File: src/ooo_defs.svh
`ifndef OOO_DEFS_SVH
`define OOO_DEFS_SVH

// Datapath and immediate width
`define OOO_XLEN      32

// Instruction address width
`define OOO_PC_W      9

// Architectural register index, x0..x31
`define OOO_AREG_W    5

// Physical register index and count
`define OOO_PREG_W    7
`define OOO_NUM_PREGS 128

// Reorder buffer size and tag width
`define OOO_ROB_DEPTH 16
`define OOO_ROB_W     4

`endif

File: src/ooo_pkg.sv
`include "ooo_defs.svh"

package ooo_pkg;

  // RV32I major opcodes seen by decode
  typedef enum logic [6:0] {
    OPC_LOAD   = 7'b0000011,
    OPC_OP_IMM = 7'b0010011,
    OPC_STORE  = 7'b0100011,
    OPC_OP     = 7'b0110011,
    OPC_BRANCH = 7'b1100011
  } opcode_e;

  // Target unit, routed by the consumer of the issue port
  typedef enum logic [1:0] {
    FU_ALU    = 2'd0,
    FU_BRANCH = 2'd1,
    FU_LSU    = 2'd2
  } fu_type_e;

  // ALU operation class
  typedef enum logic [1:0] {
    ALUOP_ADD    = 2'b00,  // address add for loads and stores
    ALUOP_BRANCH = 2'b01,
    ALUOP_FUNCT  = 2'b10,
    ALUOP_IMM    = 2'b11
  } alu_op_e;

  // Decode -> rename payload
  typedef struct packed {
    logic [`OOO_PC_W-1:0]   pc;
    logic [`OOO_AREG_W-1:0] rs1;
    logic [`OOO_AREG_W-1:0] rs2;
    logic [`OOO_AREG_W-1:0] rd;
    logic                   reg_write;
    fu_type_e               fu_type;
    alu_op_e                alu_op;
    logic [`OOO_XLEN-1:0]   imm;
  } dec_uop_t;

  // Rename -> dispatch payload
  typedef struct packed {
    logic [`OOO_PC_W-1:0]   pc;
    logic [`OOO_PREG_W-1:0] prs1;
    logic [`OOO_PREG_W-1:0] prs2;
    logic [`OOO_PREG_W-1:0] prd;
    logic [`OOO_PREG_W-1:0] old_prd;
    logic                   has_dest;
    fu_type_e               fu_type;
    alu_op_e                alu_op;
    logic [`OOO_XLEN-1:0]   imm;
  } ren_uop_t;

endpackage

File: src/ooo_stage_if.sv
`timescale 1ns/1ps
`include "ooo_defs.svh"

// --------------------
// Decode -> rename
// --------------------
interface dec_if;
  logic                   valid;
  logic                   ready;
  logic [`OOO_PC_W-1:0]   pc;
  logic [`OOO_AREG_W-1:0] rs1;
  logic [`OOO_AREG_W-1:0] rs2;
  logic [`OOO_AREG_W-1:0] rd;
  logic                   reg_write;
  ooo_pkg::fu_type_e      fu_type;
  ooo_pkg::alu_op_e       alu_op;
  logic [`OOO_XLEN-1:0]   imm;

  // Producer side, decode
  modport src (output valid, pc, rs1, rs2, rd, reg_write, fu_type, alu_op, imm,
               input  ready);
  // Consumer side, rename
  modport dst (input  valid, pc, rs1, rs2, rd, reg_write, fu_type, alu_op, imm,
               output ready);
endinterface

// --------------------
// Rename -> dispatch
// --------------------
interface ren_if;
  logic                   valid;
  logic                   ready;
  logic [`OOO_PC_W-1:0]   pc;
  logic [`OOO_PREG_W-1:0] prs1;
  logic [`OOO_PREG_W-1:0] prs2;
  logic [`OOO_PREG_W-1:0] prd;
  logic [`OOO_PREG_W-1:0] old_prd;
  logic                   has_dest;
  ooo_pkg::fu_type_e      fu_type;
  ooo_pkg::alu_op_e       alu_op;
  logic [`OOO_XLEN-1:0]   imm;

  modport src (output valid, pc, prs1, prs2, prd, old_prd, has_dest, fu_type, alu_op, imm,
               input  ready);
  modport dst (input  valid, pc, prs1, prs2, prd, old_prd, has_dest, fu_type, alu_op, imm,
               output ready);
endinterface

File: src/skid_buffer.sv
`timescale 1ns/1ps

module skid_buffer #(
  parameter type T = logic [31:0]
) (
  input  logic i_clk,
  input  logic i_arst_n,
  // Upstream
  input  logic i_valid,
  output logic o_ready,
  input  T     i_data,
  // Downstream
  output logic o_valid,
  input  logic i_ready,
  output T     o_data
);

  logic main_valid;
  logic spill_valid;
  T     main_data;
  T     spill_data;
  logic in_fire;
  logic out_fire;

  // Ready only depends on local state, cuts the ready path
  assign o_ready  = !spill_valid;
  assign o_valid  = main_valid;
  assign o_data   = main_data;
  assign in_fire  = i_valid && o_ready;
  assign out_fire = main_valid && i_ready;

  // Occupancy
  always_ff @(posedge i_clk or negedge i_arst_n) begin
    if (!i_arst_n) begin
      main_valid  <= 1'b0;
      spill_valid <= 1'b0;
    end else if (spill_valid) begin
      // Full, spill moves up once main drains
      if (out_fire) begin
        spill_valid <= 1'b0;
      end
    end else if (in_fire) begin
      main_valid <= 1'b1;
      // Main still held downstream
      if (main_valid && !out_fire) begin
        spill_valid <= 1'b1;
      end
    end else if (out_fire) begin
      main_valid <= 1'b0;
    end
  end

  // Payload
  always_ff @(posedge i_clk) begin
    if (spill_valid) begin
      if (out_fire) begin
        main_data <= spill_data;
      end
    end else if (in_fire) begin
      if (!main_valid || out_fire) begin
        main_data <= i_data;
      end else begin
        spill_data <= i_data;
      end
    end
  end

endmodule

File: src/decode_stage.sv
`timescale 1ns/1ps
`include "ooo_defs.svh"

module decode_stage (
  input  logic                 i_clk,
  input  logic                 i_arst_n,
  input  logic                 i_valid,
  output logic                 o_ready,
  input  logic [31:0]          i_instr,
  input  logic [`OOO_PC_W-1:0] i_pc,
  dec_if.src                   o_dec
);

  ooo_pkg::opcode_e     opcode;
  logic [`OOO_XLEN-1:0] imm_i;
  logic [`OOO_XLEN-1:0] imm_s;
  logic [`OOO_XLEN-1:0] imm_b;
  ooo_pkg::dec_uop_t    dec_uop;
  ooo_pkg::dec_uop_t    skid_uop;

  assign opcode = ooo_pkg::opcode_e'(i_instr[6:0]);

  // --------------------
  // Immediates
  // --------------------
  // I type, loads and ALU immediates
  assign imm_i = {{(`OOO_XLEN-12){i_instr[31]}}, i_instr[31:20]};
  // S type, split across funct7 and rd slots
  assign imm_s = {{(`OOO_XLEN-12){i_instr[31]}}, i_instr[31:25], i_instr[11:7]};
  // B type, halfword offset
  assign imm_b = {{(`OOO_XLEN-13){i_instr[31]}}, i_instr[31], i_instr[7],
                  i_instr[30:25], i_instr[11:8], 1'b0};

  // --------------------
  // Field decode
  // --------------------
  always_comb begin
    dec_uop.pc        = i_pc;
    dec_uop.rs1       = i_instr[19:15];
    dec_uop.rs2       = i_instr[24:20];
    dec_uop.rd        = i_instr[11:7];
    // Unknown opcode stays a harmless ALU op
    dec_uop.reg_write = 1'b0;
    dec_uop.fu_type   = ooo_pkg::FU_ALU;
    dec_uop.alu_op    = ooo_pkg::ALUOP_FUNCT;
    dec_uop.imm       = '0;
    case (opcode)
      ooo_pkg::OPC_OP: begin
        dec_uop.reg_write = 1'b1;
      end
      ooo_pkg::OPC_OP_IMM: begin
        dec_uop.reg_write = 1'b1;
        dec_uop.alu_op    = ooo_pkg::ALUOP_IMM;
        dec_uop.imm       = imm_i;
      end
      ooo_pkg::OPC_LOAD: begin
        dec_uop.reg_write = 1'b1;
        dec_uop.fu_type   = ooo_pkg::FU_LSU;
        dec_uop.alu_op    = ooo_pkg::ALUOP_ADD;
        dec_uop.imm       = imm_i;
      end
      ooo_pkg::OPC_STORE: begin
        dec_uop.fu_type = ooo_pkg::FU_LSU;
        dec_uop.alu_op  = ooo_pkg::ALUOP_ADD;
        dec_uop.imm     = imm_s;
      end
      ooo_pkg::OPC_BRANCH: begin
        dec_uop.fu_type = ooo_pkg::FU_BRANCH;
        dec_uop.alu_op  = ooo_pkg::ALUOP_BRANCH;
        dec_uop.imm     = imm_b;
      end
      default: begin
        dec_uop.reg_write = 1'b0;
      end
    endcase
  end

  // Pipeline register towards rename
  skid_buffer #(.T(ooo_pkg::dec_uop_t)) u_skid (
    .i_clk    (i_clk),
    .i_arst_n (i_arst_n),
    .i_valid  (i_valid),
    .o_ready  (o_ready),
    .i_data   (dec_uop),
    .o_valid  (o_dec.valid),
    .i_ready  (o_dec.ready),
    .o_data   (skid_uop)
  );

  // Unpack onto the stage interface
  assign o_dec.pc        = skid_uop.pc;
  assign o_dec.rs1       = skid_uop.rs1;
  assign o_dec.rs2       = skid_uop.rs2;
  assign o_dec.rd        = skid_uop.rd;
  assign o_dec.reg_write = skid_uop.reg_write;
  assign o_dec.fu_type   = skid_uop.fu_type;
  assign o_dec.alu_op    = skid_uop.alu_op;
  assign o_dec.imm       = skid_uop.imm;

endmodule

File: src/rename_stage.sv
`timescale 1ns/1ps
`include "ooo_defs.svh"

module rename_stage (
  input  logic                   i_clk,
  input  logic                   i_arst_n,
  dec_if.dst                     i_dec,
  ren_if.src                     o_ren,
  // Freed register from commit
  input  logic                   i_free_valid,
  input  logic [`OOO_PREG_W-1:0] i_free_preg
);

  localparam int ARCH_REGS = 1 << `OOO_AREG_W;
  localparam int PREG_BITS = `OOO_PREG_W;
  // Registers not mapped at reset
  localparam int FREE_INIT = `OOO_NUM_PREGS - ARCH_REGS;

  logic [`OOO_PREG_W-1:0] rat     [ARCH_REGS];
  logic [`OOO_PREG_W-1:0] fl_mem  [`OOO_NUM_PREGS];
  logic [`OOO_PREG_W-1:0] fl_head;
  logic [`OOO_PREG_W-1:0] fl_tail;
  logic [`OOO_PREG_W:0]   fl_count;
  logic                   fl_empty;
  logic                   alloc;
  logic                   stall;
  logic                   skid_ready;
  logic                   fire;
  logic                   pop;
  ooo_pkg::ren_uop_t      ren_uop;
  ooo_pkg::ren_uop_t      skid_uop;

  // --------------------
  // Handshake
  // --------------------
  // x0 writes never take a register
  assign alloc    = i_dec.reg_write && (i_dec.rd != '0);
  assign fl_empty = (fl_count == '0);
  assign stall    = alloc && fl_empty;
  assign i_dec.ready = skid_ready && !stall;
  assign fire     = i_dec.valid && i_dec.ready;
  assign pop      = fire && alloc;

  // Lookup, one instruction per cycle so no intra-cycle bypass
  always_comb begin
    ren_uop.pc       = i_dec.pc;
    ren_uop.prs1     = rat[i_dec.rs1];
    ren_uop.prs2     = rat[i_dec.rs2];
    ren_uop.prd      = alloc ? fl_mem[fl_head] : '0;
    ren_uop.old_prd  = alloc ? rat[i_dec.rd] : '0;
    ren_uop.has_dest = alloc;
    ren_uop.fu_type  = i_dec.fu_type;
    ren_uop.alu_op   = i_dec.alu_op;
    ren_uop.imm      = i_dec.imm;
  end

  // --------------------
  // Alias table
  // --------------------
  always_ff @(posedge i_clk or negedge i_arst_n) begin
    if (!i_arst_n) begin
      // Identity map
      for (int i = 0; i < ARCH_REGS; i++) begin
        rat[i] <= PREG_BITS'(i);
      end
    end else if (pop) begin
      rat[i_dec.rd] <= fl_mem[fl_head];
    end
  end

  // --------------------
  // Free list FIFO
  // --------------------
  always_ff @(posedge i_clk or negedge i_arst_n) begin
    if (!i_arst_n) begin
      // p32..p127 in ascending order
      for (int i = 0; i < FREE_INIT; i++) begin
        fl_mem[i] <= PREG_BITS'(i + ARCH_REGS);
      end
      fl_head  <= '0;
      fl_tail  <= PREG_BITS'(FREE_INIT);
      fl_count <= (PREG_BITS + 1)'(FREE_INIT);
    end else begin
      if (pop) begin
        fl_head <= fl_head + 1'b1;
      end
      if (i_free_valid) begin
        fl_mem[fl_tail] <= i_free_preg;
        fl_tail         <= fl_tail + 1'b1;
      end
      case ({i_free_valid, pop})
        2'b10:   fl_count <= fl_count + 1'b1;
        2'b01:   fl_count <= fl_count - 1'b1;
        default: fl_count <= fl_count;
      endcase
    end
  end

  // Pipeline register towards dispatch
  skid_buffer #(.T(ooo_pkg::ren_uop_t)) u_skid (
    .i_clk    (i_clk),
    .i_arst_n (i_arst_n),
    .i_valid  (i_dec.valid && !stall),
    .o_ready  (skid_ready),
    .i_data   (ren_uop),
    .o_valid  (o_ren.valid),
    .i_ready  (o_ren.ready),
    .o_data   (skid_uop)
  );

  assign o_ren.pc       = skid_uop.pc;
  assign o_ren.prs1     = skid_uop.prs1;
  assign o_ren.prs2     = skid_uop.prs2;
  assign o_ren.prd      = skid_uop.prd;
  assign o_ren.old_prd  = skid_uop.old_prd;
  assign o_ren.has_dest = skid_uop.has_dest;
  assign o_ren.fu_type  = skid_uop.fu_type;
  assign o_ren.alu_op   = skid_uop.alu_op;
  assign o_ren.imm      = skid_uop.imm;

endmodule

File: src/dispatch_stage.sv
`timescale 1ns/1ps
`include "ooo_defs.svh"

module dispatch_stage (
  input  logic                   i_clk,
  input  logic                   i_arst_n,
  ren_if.dst                     i_ren,
  // Issue port
  output logic                   o_issue_valid,
  input  logic                   i_issue_ready,
  output logic [`OOO_ROB_W-1:0]  o_issue_tag,
  output ooo_pkg::fu_type_e      o_issue_fu_type,
  output ooo_pkg::alu_op_e       o_issue_alu_op,
  output logic [`OOO_PREG_W-1:0] o_issue_prs1,
  output logic [`OOO_PREG_W-1:0] o_issue_prs2,
  output logic [`OOO_PREG_W-1:0] o_issue_prd,
  output logic [`OOO_XLEN-1:0]   o_issue_imm,
  output logic [`OOO_PC_W-1:0]   o_issue_pc,
  // Writeback strobe
  input  logic                   i_wb_valid,
  input  logic [`OOO_ROB_W-1:0]  i_wb_tag,
  // Commit and register release
  output logic                   o_commit_valid,
  output logic [`OOO_ROB_W-1:0]  o_commit_tag,
  output logic [`OOO_PREG_W-1:0] o_commit_old_prd,
  output logic                   o_free_valid,
  output logic [`OOO_PREG_W-1:0] o_free_preg
);

  logic                   rob_done     [`OOO_ROB_DEPTH];
  logic                   rob_has_dest [`OOO_ROB_DEPTH];
  logic [`OOO_PREG_W-1:0] rob_old_prd  [`OOO_ROB_DEPTH];
  logic [`OOO_ROB_W-1:0]  rob_head;
  logic [`OOO_ROB_W-1:0]  rob_tail;
  logic [`OOO_ROB_W:0]    rob_count;
  logic                   rob_full;
  logic                   issue_fire;

  // --------------------
  // Issue
  // --------------------
  assign rob_full      = (rob_count == `OOO_ROB_DEPTH);
  assign o_issue_valid = i_ren.valid && !rob_full;
  assign i_ren.ready   = i_issue_ready && !rob_full;
  assign issue_fire    = o_issue_valid && i_issue_ready;

  // Tag is the ROB slot being allocated
  assign o_issue_tag     = rob_tail;
  assign o_issue_fu_type = i_ren.fu_type;
  assign o_issue_alu_op  = i_ren.alu_op;
  assign o_issue_prs1    = i_ren.prs1;
  assign o_issue_prs2    = i_ren.prs2;
  assign o_issue_prd     = i_ren.prd;
  assign o_issue_imm     = i_ren.imm;
  assign o_issue_pc      = i_ren.pc;

  // --------------------
  // Commit, in order from head
  // --------------------
  assign o_commit_valid   = (rob_count != '0) && rob_done[rob_head];
  assign o_commit_tag     = rob_head;
  assign o_commit_old_prd = rob_old_prd[rob_head];
  // Only entries that renamed a destination give a register back
  assign o_free_valid     = o_commit_valid && rob_has_dest[rob_head];
  assign o_free_preg      = rob_old_prd[rob_head];

  always_ff @(posedge i_clk or negedge i_arst_n) begin
    if (!i_arst_n) begin
      rob_head  <= '0;
      rob_tail  <= '0;
      rob_count <= '0;
      for (int i = 0; i < `OOO_ROB_DEPTH; i++) begin
        rob_done[i] <= 1'b0;
      end
    end else begin
      if (issue_fire) begin
        rob_done[rob_tail] <= 1'b0;
        rob_tail           <= rob_tail + 1'b1;
      end
      if (o_commit_valid) begin
        rob_done[rob_head] <= 1'b0;
        rob_head           <= rob_head + 1'b1;
      end
      // Done mark, commit follows next cycle at the earliest
      if (i_wb_valid) begin
        rob_done[i_wb_tag] <= 1'b1;
      end
      case ({issue_fire, o_commit_valid})
        2'b10:   rob_count <= rob_count + 1'b1;
        2'b01:   rob_count <= rob_count - 1'b1;
        default: rob_count <= rob_count;
      endcase
    end
  end

  // Entry payload written at allocation
  always_ff @(posedge i_clk) begin
    if (issue_fire) begin
      rob_has_dest[rob_tail] <= i_ren.has_dest;
      rob_old_prd[rob_tail]  <= i_ren.old_prd;
    end
  end

endmodule

File: src/ooo_frontend.sv
`timescale 1ns/1ps
`include "ooo_defs.svh"

module ooo_frontend (
  input  logic                   i_clk,
  input  logic                   i_arst_n,
  // Instruction stream in
  input  logic                   i_instr_valid,
  output logic                   o_instr_ready,
  input  logic [31:0]            i_instr,
  input  logic [`OOO_PC_W-1:0]   i_pc,
  // Issue
  output logic                   o_issue_valid,
  input  logic                   i_issue_ready,
  output logic [`OOO_ROB_W-1:0]  o_issue_tag,
  output ooo_pkg::fu_type_e      o_issue_fu_type,
  output ooo_pkg::alu_op_e       o_issue_alu_op,
  output logic [`OOO_PREG_W-1:0] o_issue_prs1,
  output logic [`OOO_PREG_W-1:0] o_issue_prs2,
  output logic [`OOO_PREG_W-1:0] o_issue_prd,
  output logic [`OOO_XLEN-1:0]   o_issue_imm,
  output logic [`OOO_PC_W-1:0]   o_issue_pc,
  // Writeback
  input  logic                   i_wb_valid,
  input  logic [`OOO_ROB_W-1:0]  i_wb_tag,
  // Commit
  output logic                   o_commit_valid,
  output logic [`OOO_ROB_W-1:0]  o_commit_tag,
  output logic [`OOO_PREG_W-1:0] o_commit_old_prd
);

  // Released register loop, dispatch back to rename
  logic                   free_valid;
  logic [`OOO_PREG_W-1:0] free_preg;

  dec_if u_dec_if ();
  ren_if u_ren_if ();

  // --------------------
  // Stages
  // --------------------
  decode_stage u_decode (
    .i_clk    (i_clk),
    .i_arst_n (i_arst_n),
    .i_valid  (i_instr_valid),
    .o_ready  (o_instr_ready),
    .i_instr  (i_instr),
    .i_pc     (i_pc),
    .o_dec    (u_dec_if.src)
  );

  rename_stage u_rename (
    .i_clk        (i_clk),
    .i_arst_n     (i_arst_n),
    .i_dec        (u_dec_if.dst),
    .o_ren        (u_ren_if.src),
    .i_free_valid (free_valid),
    .i_free_preg  (free_preg)
  );

  dispatch_stage u_dispatch (
    .i_clk            (i_clk),
    .i_arst_n         (i_arst_n),
    .i_ren            (u_ren_if.dst),
    .o_issue_valid    (o_issue_valid),
    .i_issue_ready    (i_issue_ready),
    .o_issue_tag      (o_issue_tag),
    .o_issue_fu_type  (o_issue_fu_type),
    .o_issue_alu_op   (o_issue_alu_op),
    .o_issue_prs1     (o_issue_prs1),
    .o_issue_prs2     (o_issue_prs2),
    .o_issue_prd      (o_issue_prd),
    .o_issue_imm      (o_issue_imm),
    .o_issue_pc       (o_issue_pc),
    .i_wb_valid       (i_wb_valid),
    .i_wb_tag         (i_wb_tag),
    .o_commit_valid   (o_commit_valid),
    .o_commit_tag     (o_commit_tag),
    .o_commit_old_prd (o_commit_old_prd),
    .o_free_valid     (free_valid),
    .o_free_preg      (free_preg)
  );

endmodule

File: config.mk
export PLATFORM = sky130hd
export DESIGN_NAME = ooo_frontend
export DESIGN_NICKNAME = d
export VERILOG_FILES = /design/src/ooo_pkg.sv /design/src/ooo_stage_if.sv /design/src/skid_buffer.sv /design/src/decode_stage.sv /design/src/rename_stage.sv /design/src/dispatch_stage.sv /design/src/ooo_frontend.sv
export VERILOG_INCLUDE_DIRS = /design/src
export SDC_FILE = /design/constraint.sdc
export NUM_CORES = 2
export LEC_CHECK = 0
export ABC_AREA = 0
export BUFFER_PORTS_ARGS = -buffer_cell sky130_fd_sc_hd__buf_2
export CAP_MARGIN = 0
export CORE_MARGIN = 1
export CORE_UTILIZATION = 30
export DETAILED_ROUTE_END_ITERATION = 10
export SLEW_MARGIN = 20
export SYNTH_ARGS = -nofsm -noshare
export SYNTH_HDL_FRONTEND = slang
export SYNTH_SLANG_ARGS = --single-unit
export TNS_END_PERCENT = 50
File: constraint.sdc
create_clock -name i_clk -period 6.6 [get_ports i_clk]
set_clock_uncertainty 0.2 [all_clocks]
set_input_delay 0.33 -clock i_clk [delete_from_list [all_inputs] [get_ports i_clk]]
set_output_delay 0.33 -clock i_clk [all_outputs]
set_load 0.01 [all_outputs]
== After elaboration in Yosys (flattened, before gate mapping) ==
Memories as Yosys holds them, arrays and structs flattened.
Cells that the tools add are included.
W data, S select, Z words.

* Flip-flop bits (word level): 1445
* RAM bits: 128
* Bits of input ports: 50
* Output and inout bits: 84
* Word-level logic and storage cells: 382
* Memories kept: 2

{| class="wikitable"
|+ Memories
! name !! depth !! width !! read ports !! clocked after Yosys merged registers in !! wr ports !! RTL line !! text
|-
| u_dispatch.rob_old_prd || 16 || 7 || 1 || 0 || 1 || dispatch_stage.sv:32 || <nowiki>logic [`OOO_PREG_W-1:0] rob_old_prd [`OOO_ROB_DEPTH];</nowiki>
|-
| u_dispatch.rob_has_dest || 16 || 1 || 1 || 0 || 1 || dispatch_stage.sv:31 || <nowiki>logic rob_has_dest [`OOO_ROB_DEPTH];</nowiki>
|}

* Add/subtract/negate cells: 8
* $lt $le $gt $ge: 13
* Equality and inequality tests: 12
* Muxes and demuxes: 59
* Bitwise operators: 17
* Reduce and logical (&&, ||, !) cells: 51

{| class="wikitable"
|+ Operators with widths
! cell !! number
|-
| $bwmux W896 || 1
|-
| $mux W74 || 4
|-
| $mux W61 || 4
|-
| $bwmux W224 || 1
|-
| $pmux W34 S4 || 1
|-
| $bmux W7 S5 || 3
|-
| $mux W7 || 12
|-
| $bmux W7 S7 || 1
|-
| $demux W7 S7 || 1
|-
| $mux W16 || 3
|-
| $demux W7 S5 || 1
|-
| $and A16 B16 Y16 || 2
|-
| $not A16 Y16 || 2
|-
| $logic_and A1 B1 Y1 || 21
|-
| $mux W1 || 20
|-
| $ge A6 B6 Y1 const B || 3
|-
| $not A5 Y6 || 3
|-
| $ge A8 B8 Y1 const B || 2
|-
| $not A7 Y8 || 2
|-
| $or A16 B16 Y16 || 1
|-
| $pmux W8 S2 || 1
|-
| $reduce_bool A2 Y1 || 8
|-
| $ge A5 B5 Y1 const B || 3
|-
| $lt A5 B1 Y1 const B || 3
|-
| 30 further kinds || 57
|}

== Depth between registers and ports, before layout ==
* Depth after elaboration: 12
* Depth in mapped cells: 17
* Gate-level depth less buffers: 13

== Hierarchy ==
A second synthesis with hierarchy kept.

* Cell total of the unflattened synthesis: 4656
* Area, all modules: 73394.1 um2

{| class="wikitable"
|+ By module, submodules not included
! module !! instances !! cells each !! area each (um2) !! sequential area each (um2)
|-
| rename_stage || 1 || 3706 || 55683.4 || 30264.0
|-
| dispatch_stage || 1 || 454 || 7249.5 || 4569.4
|-
| skid_buffer (u_rename.u_skid) || 1 || 243 || 5470.2 || 4494.3
|-
| skid_buffer (u_decode.u_skid) || 1 || 202 || 4658.2 || 3713.6
|-
| decode_stage || 1 || 51 || 332.8 || 0.0
|}

== Worst setup path before layout ==
No wires, ideal clock.

* Path type: reg-to-reg
* Start point: reg u_decode.u_skid.main_data, in the netlist u_decode.u_skid.o_data[40]
* End point: reg u_rename.u_skid.main_data, in the netlist u_rename.u_skid.o_data[0] (enable)
* Library setup time: 0.486 ns
* Data arrival time: 4.298 ns
* Data required time: 5.914 ns
* Path slack: 1.616 ns
* Cell stages (with the launch flop): 7
* Path buffers: 0
* Period minus slack after synthesis: 4.984 ns
* Path through: edfxtp_1 or2_2 o41ai_4 nor2_1 nor3b_1 a21oi_1 a21oi_1

* Longest elaborated chain between the ends: 8

{| class="wikitable"
|+ Ends and longest elaborated chain
! what !! RTL line !! text
|-
| start: declaration || skid_buffer.sv:20 || <nowiki>T main_data;</nowiki>
|-
| start signal: assignment || skid_buffer.sv:57 || <nowiki>main_data <= spill_data;</nowiki>
|-
| start signal: assignment || skid_buffer.sv:61 || <nowiki>main_data <= i_data;</nowiki>
|-
| $reduce_bool A5 Y1 || rename_stage.sv:37 || <nowiki>assign alloc = i_dec.reg_write && (i_dec.rd != '0);</nowiki>
|-
| $logic_and A1 B1 Y1 || rename_stage.sv:37 ||
|-
| $logic_and A1 B1 Y1 || rename_stage.sv:39 || <nowiki>assign stall = alloc && fl_empty;</nowiki>
|-
| $logic_not A1 Y1 || rename_stage.sv:103 || <nowiki>.i_valid (i_dec.valid && !stall),</nowiki>
|-
| $logic_and A1 B1 Y1 || rename_stage.sv:103 ||
|-
| $logic_and A1 B1 Y1 || skid_buffer.sv:29 || <nowiki>assign in_fire = i_valid && o_ready;</nowiki>
|-
| $reduce_bool A2 Y1 (no line) || -- ||
|-
| $reduce_and A3 Y1 (no line) || -- ||
|-
| end signal: assignment || skid_buffer.sv:57 ||
|-
| end signal: assignment || skid_buffer.sv:61 ||
|-
| end: declaration || skid_buffer.sv:20 ||
|}

No other way between the ends.
A chain may end at the register's enable or synchronous reset.

== Worst setup path in the final report ==
* Start point: reg u_dispatch.rob_head[0], in the netlist u_dispatch.o_commit_tag[0]
* End point: out o_commit_old_prd[5]

* Longest elaborated chain between the ends: 1

{| class="wikitable"
|+ Ends and longest elaborated chain
! what !! RTL line !! text
|-
| start: declaration || dispatch_stage.sv:33 || <nowiki>logic [`OOO_ROB_W-1:0] rob_head;</nowiki>
|-
| start signal: assignment || dispatch_stage.sv:82 || <nowiki>rob_head <= rob_head + 1'b1;</nowiki>
|-
| $mem_v2 Z16 W7 || -- ||
|-
| end: declaration || ooo_frontend.sv:29 || <nowiki>output logic [`OOO_PREG_W-1:0] o_commit_old_prd</nowiki>
|}

No other way between the ends.

==> results by group <==
Outcome
  – Run status: complete, no violations

Synth
  – Sequential area share after synthesis: 59.0%
  – Number of synthesized flops with an enable pin: 546
  – Synth unique cells: 76
  – Ys async rst share: 63.5%
  – Syn_area_per_cell: 14.4 µm²
  – Ys Warns: 0
  – #FFs+latches synth: 1497
  – Synthesized netlist cell count: 4787
  – Post-Syn Area: 69100 µm²
  – Syn Nets: 4855
  – Ys flop type: edfxtp_1

Worst hold path
  – Worst hold path startpoint: i_pc[2]
  – HP Class: input port to flip-flop

Timing
  – Max Fclk: 207 MHz
  – Slew Limit Headroom: 21.3%
  – Setup ws final: 1760 ps
  – Fin Hold WS: 51.7 ps
  – Setup TNS: 0 ps
  – Final setup fails: 0
  – Final critical-path share of the clock period: 73.3%
  – Unrepaired setup endpoints after global routing: false
  – Slew Limit Fails: 0
  – Worst-Margin Slew: 1180 ps
  – Final Hold Viols: 0
  – Fin crit period: 4840 ps

Final layout
  – NumNets Final: 4873
  – Final instance area: 78200 µm²
  – Area growth from synthesis to layout: 13.2%
  – Commonest non-fill, non-tap cell in the layout: o21ai_0
  – Most frequent cells in the layout: 875 x o21ai_0, 546 x edfxtp_1, 527 x mux2_2
  – Util after Layout: 34.3%
  – Share of layout cells above drive strength 1: 39.3%

Power
  – Pwr/cell area: 463 nW/µm²
  – Pint: 22.3 mW
  – VDD IR-drop max: 475 µV
  – Clk pwr share: 24.0%
  – Leak: 28.9 nW
  – Share of power burned in registers: 38.7%
  – NetSw: 13.9 mW
  – Comb power frac: 37.3%
  – Sw frac: 38.5%

Placed design
  – Post-Place Worst Slack: 1920 ps
  – Dpl hpwl: 116000 µm
  – Cell Area, Placed: 72700 µm²
  – # port buffers: 130
  – Gpl congestion: 0.846

Clock network
  – Clock sinks: 1497
  – Clk_lat worst skew: 810 ps
  – Post-CTS Resized: 0
  – Maximum clock path buffer count: 3
  – CTS Root Cell: clkbuf_16
  – H-tree levels: 4
  – Post-CTS setup buffers: 0
  – CTS Buf Count: 149
  – TritonCTS clock tree: built
  – Reg clk slew, reported paths: 60 ps

Worst setup path
  – Reg2reg start: u_dispatch.o_commit_tag[1]
  – Critical path arrival: 4310 ps
  – Worst-path maximum fanout: 51
  – Crit. End Element: output pin
  – CP required: 6070 ps
  – Worst Setup SP: u_dispatch.o_commit_tag[0]
  – Critical path type: flip-flop to output pin
  – Startpoint Class: flip-flop

Drt
  – Detailed-route vias per instance: 5.44
  – Pre-Repair DR Iteration Count: 5
  – Detailed Route WL: 192000 µm
  – Initial DRC Count: 4563
  – DRC Markers: 0
  – Final ANT Viol Nets: 0
  – WL per Instance: 24.2 µm
  – Vias: 43200

Floorplanning
  – Core ar.: 228000 µm²
  – Die height: 482 µm
  – IO Pins: 134
  – Initial Util: 30.3%
  – Die Area: 232000 µm²
  – Num rows: 175
  – Die Span X: 482 µm

Job
  – Max cap viols: 0

Global route
  – Global route total overflow: 0
  – GRT Total Usage: 16.4%
  – Vias in the first global route: 43100
  – Antenna violations before repair: 7
  – Largest net degree at the start of global routing: 173
  – First-pass GRT wire length: 288000 µm
==> final timing paths <==
path                       slack (ps)                             end  depth (start not counted)
min in group asynchronous         120            u_rename.fl_mem[768]                          2
setup / recovery                 1760             o_commit_old_prd[5]                          7
hold / removal                     50  u_decode.u_skid.spill_data[54]                          2
setup reg to reg                 1970            u_rename.fl_count[6]                         13
hold reg to reg                   220               u_rename.rat[221]                          0
max in group asynchronous        4210               u_rename.rat[203]                          4
==> power by group through the flow <==
stage,Sequential (mW),Clock [mW],Combinational (mW)
after floorplan,13.5,0,8.85
after global placement,14.0,0,13.2
after detailed placement,14.1,0,13.4
after CTS,14.0,8.85,13.4
after global routing,14.3,9.20,14.3
final,14.0,8.69,13.5
==> kinds of logic after synthesis <==
logic type,after synthesis,share of synthesized area (%)
adder cells (fa/ha/maj),18,0.337
AND/OR/NAND/NOR,550,4.07
AO/OA/AOI/OAI,1171,9.50
buffers and inverters,454,3.01
flip-flops,1497,59.0
XOR/XNOR,34,0.431
multiplexers,1063,23.7
==> cells in the mapped netlist (all sizes together), types with 9 or more instances <==
| cell | number | area share (%) |
|---|---|---|
| o21ai | 907 | 6.6 |
| dfstp | 452 | 17 |
| dfrtp | 499 | 18 |
| and2 | 30 | 0.27 |
| clkbuf | 254 | 1.4 |
| mux2i | 132 | 1.9 |
| mux2 | 527 | 8.6 |
| nor2 | 116 | 0.71 |
| nor3 | 33 | 0.33 |
| buf | 175 | 1.5 |
| edfxtp | 546 | 24 |
| or2 | 60 | 0.54 |
| a21oi | 43 | 0.31 |
| nand3b | 9 | 0.098 |
| mux4 | 404 | 13 |
| or3 | 9 | 0.089 |
| xnor2 | 21 | 0.27 |
| inv | 25 | 0.14 |
| o221ai | 40 | 0.51 |
| ha | 17 | 0.31 |
| xor2 | 13 | 0.16 |
| or4 | 12 | 0.13 |
| o31ai | 14 | 0.15 |
| a22oi | 65 | 0.71 |
| nand2 | 188 | 1.1 |
| nand3 | 32 | 0.24 |
| nand2b | 15 | 0.14 |
| a211oi | 23 | 0.25 |
| nor2b | 17 | 0.15 |
| a22o | 31 | 0.39 |
==> metrics by stage <==
step,std cells,power (mW)
floorplan,4787,22.3
global placement,7611,27.3
detailed placement,7611,27.5
CTS,7936,36.3
global route,7939,37.7
finish,7940,36.2
==> cell type report <==
cell class,instances,area [µm²]
flip-flops and latches,1497,40800
diodes,2,5.00
repair buffers,296,2210
inverters,25,93.8
fillers,22000,150000
multi-input cells,2836,26400
well taps,3009,3760
clock buffers,204,4110
clock inverters,71,827
==> routing by layer <==
metal	GRT usage, %	part of all wire [%]	wire (µm)
met3	3.27	7.4	14300
met4	5.22	2.9	5560
met2	24.9	46	87400
met1	23.3	44	84500
met5	0	0.0057	11
==> registers in the layout (all words and copies together) (netlist names), 8 cells and up <==
register	cells
u_rename.u_skid.spill_data	55
u_dispatch.rob_done	16
u_dispatch.rob_has_dest	16
u_decode.u_skid.spill_data	42
u_rename.fl_count	8
u_rename.fl_mem	896
u_rename.u_skid.o_data	55
u_rename.rat	224
u_dispatch.rob_old_prd	112
u_decode.u_skid.o_data	42
==> worst max-delay path, cell delays in order, from the launching register on <==
cell	delay, ps
dfrtp_2	770
buf_4	500
mux4_2	560
mux2_2	300
o21ai_4	340
inv_2	290
buf_4	430
buf_2	250
==> repair_timing <==
| action | 4_1_cts | 5_1_grt |
|---|---|---|
| hold endpoints to repair | 258 | 0 |
| setup endpoints to repair | 0 | 0 |
| hold buffers | 50 | 0 |
Power figures use the tool's default switching activity.
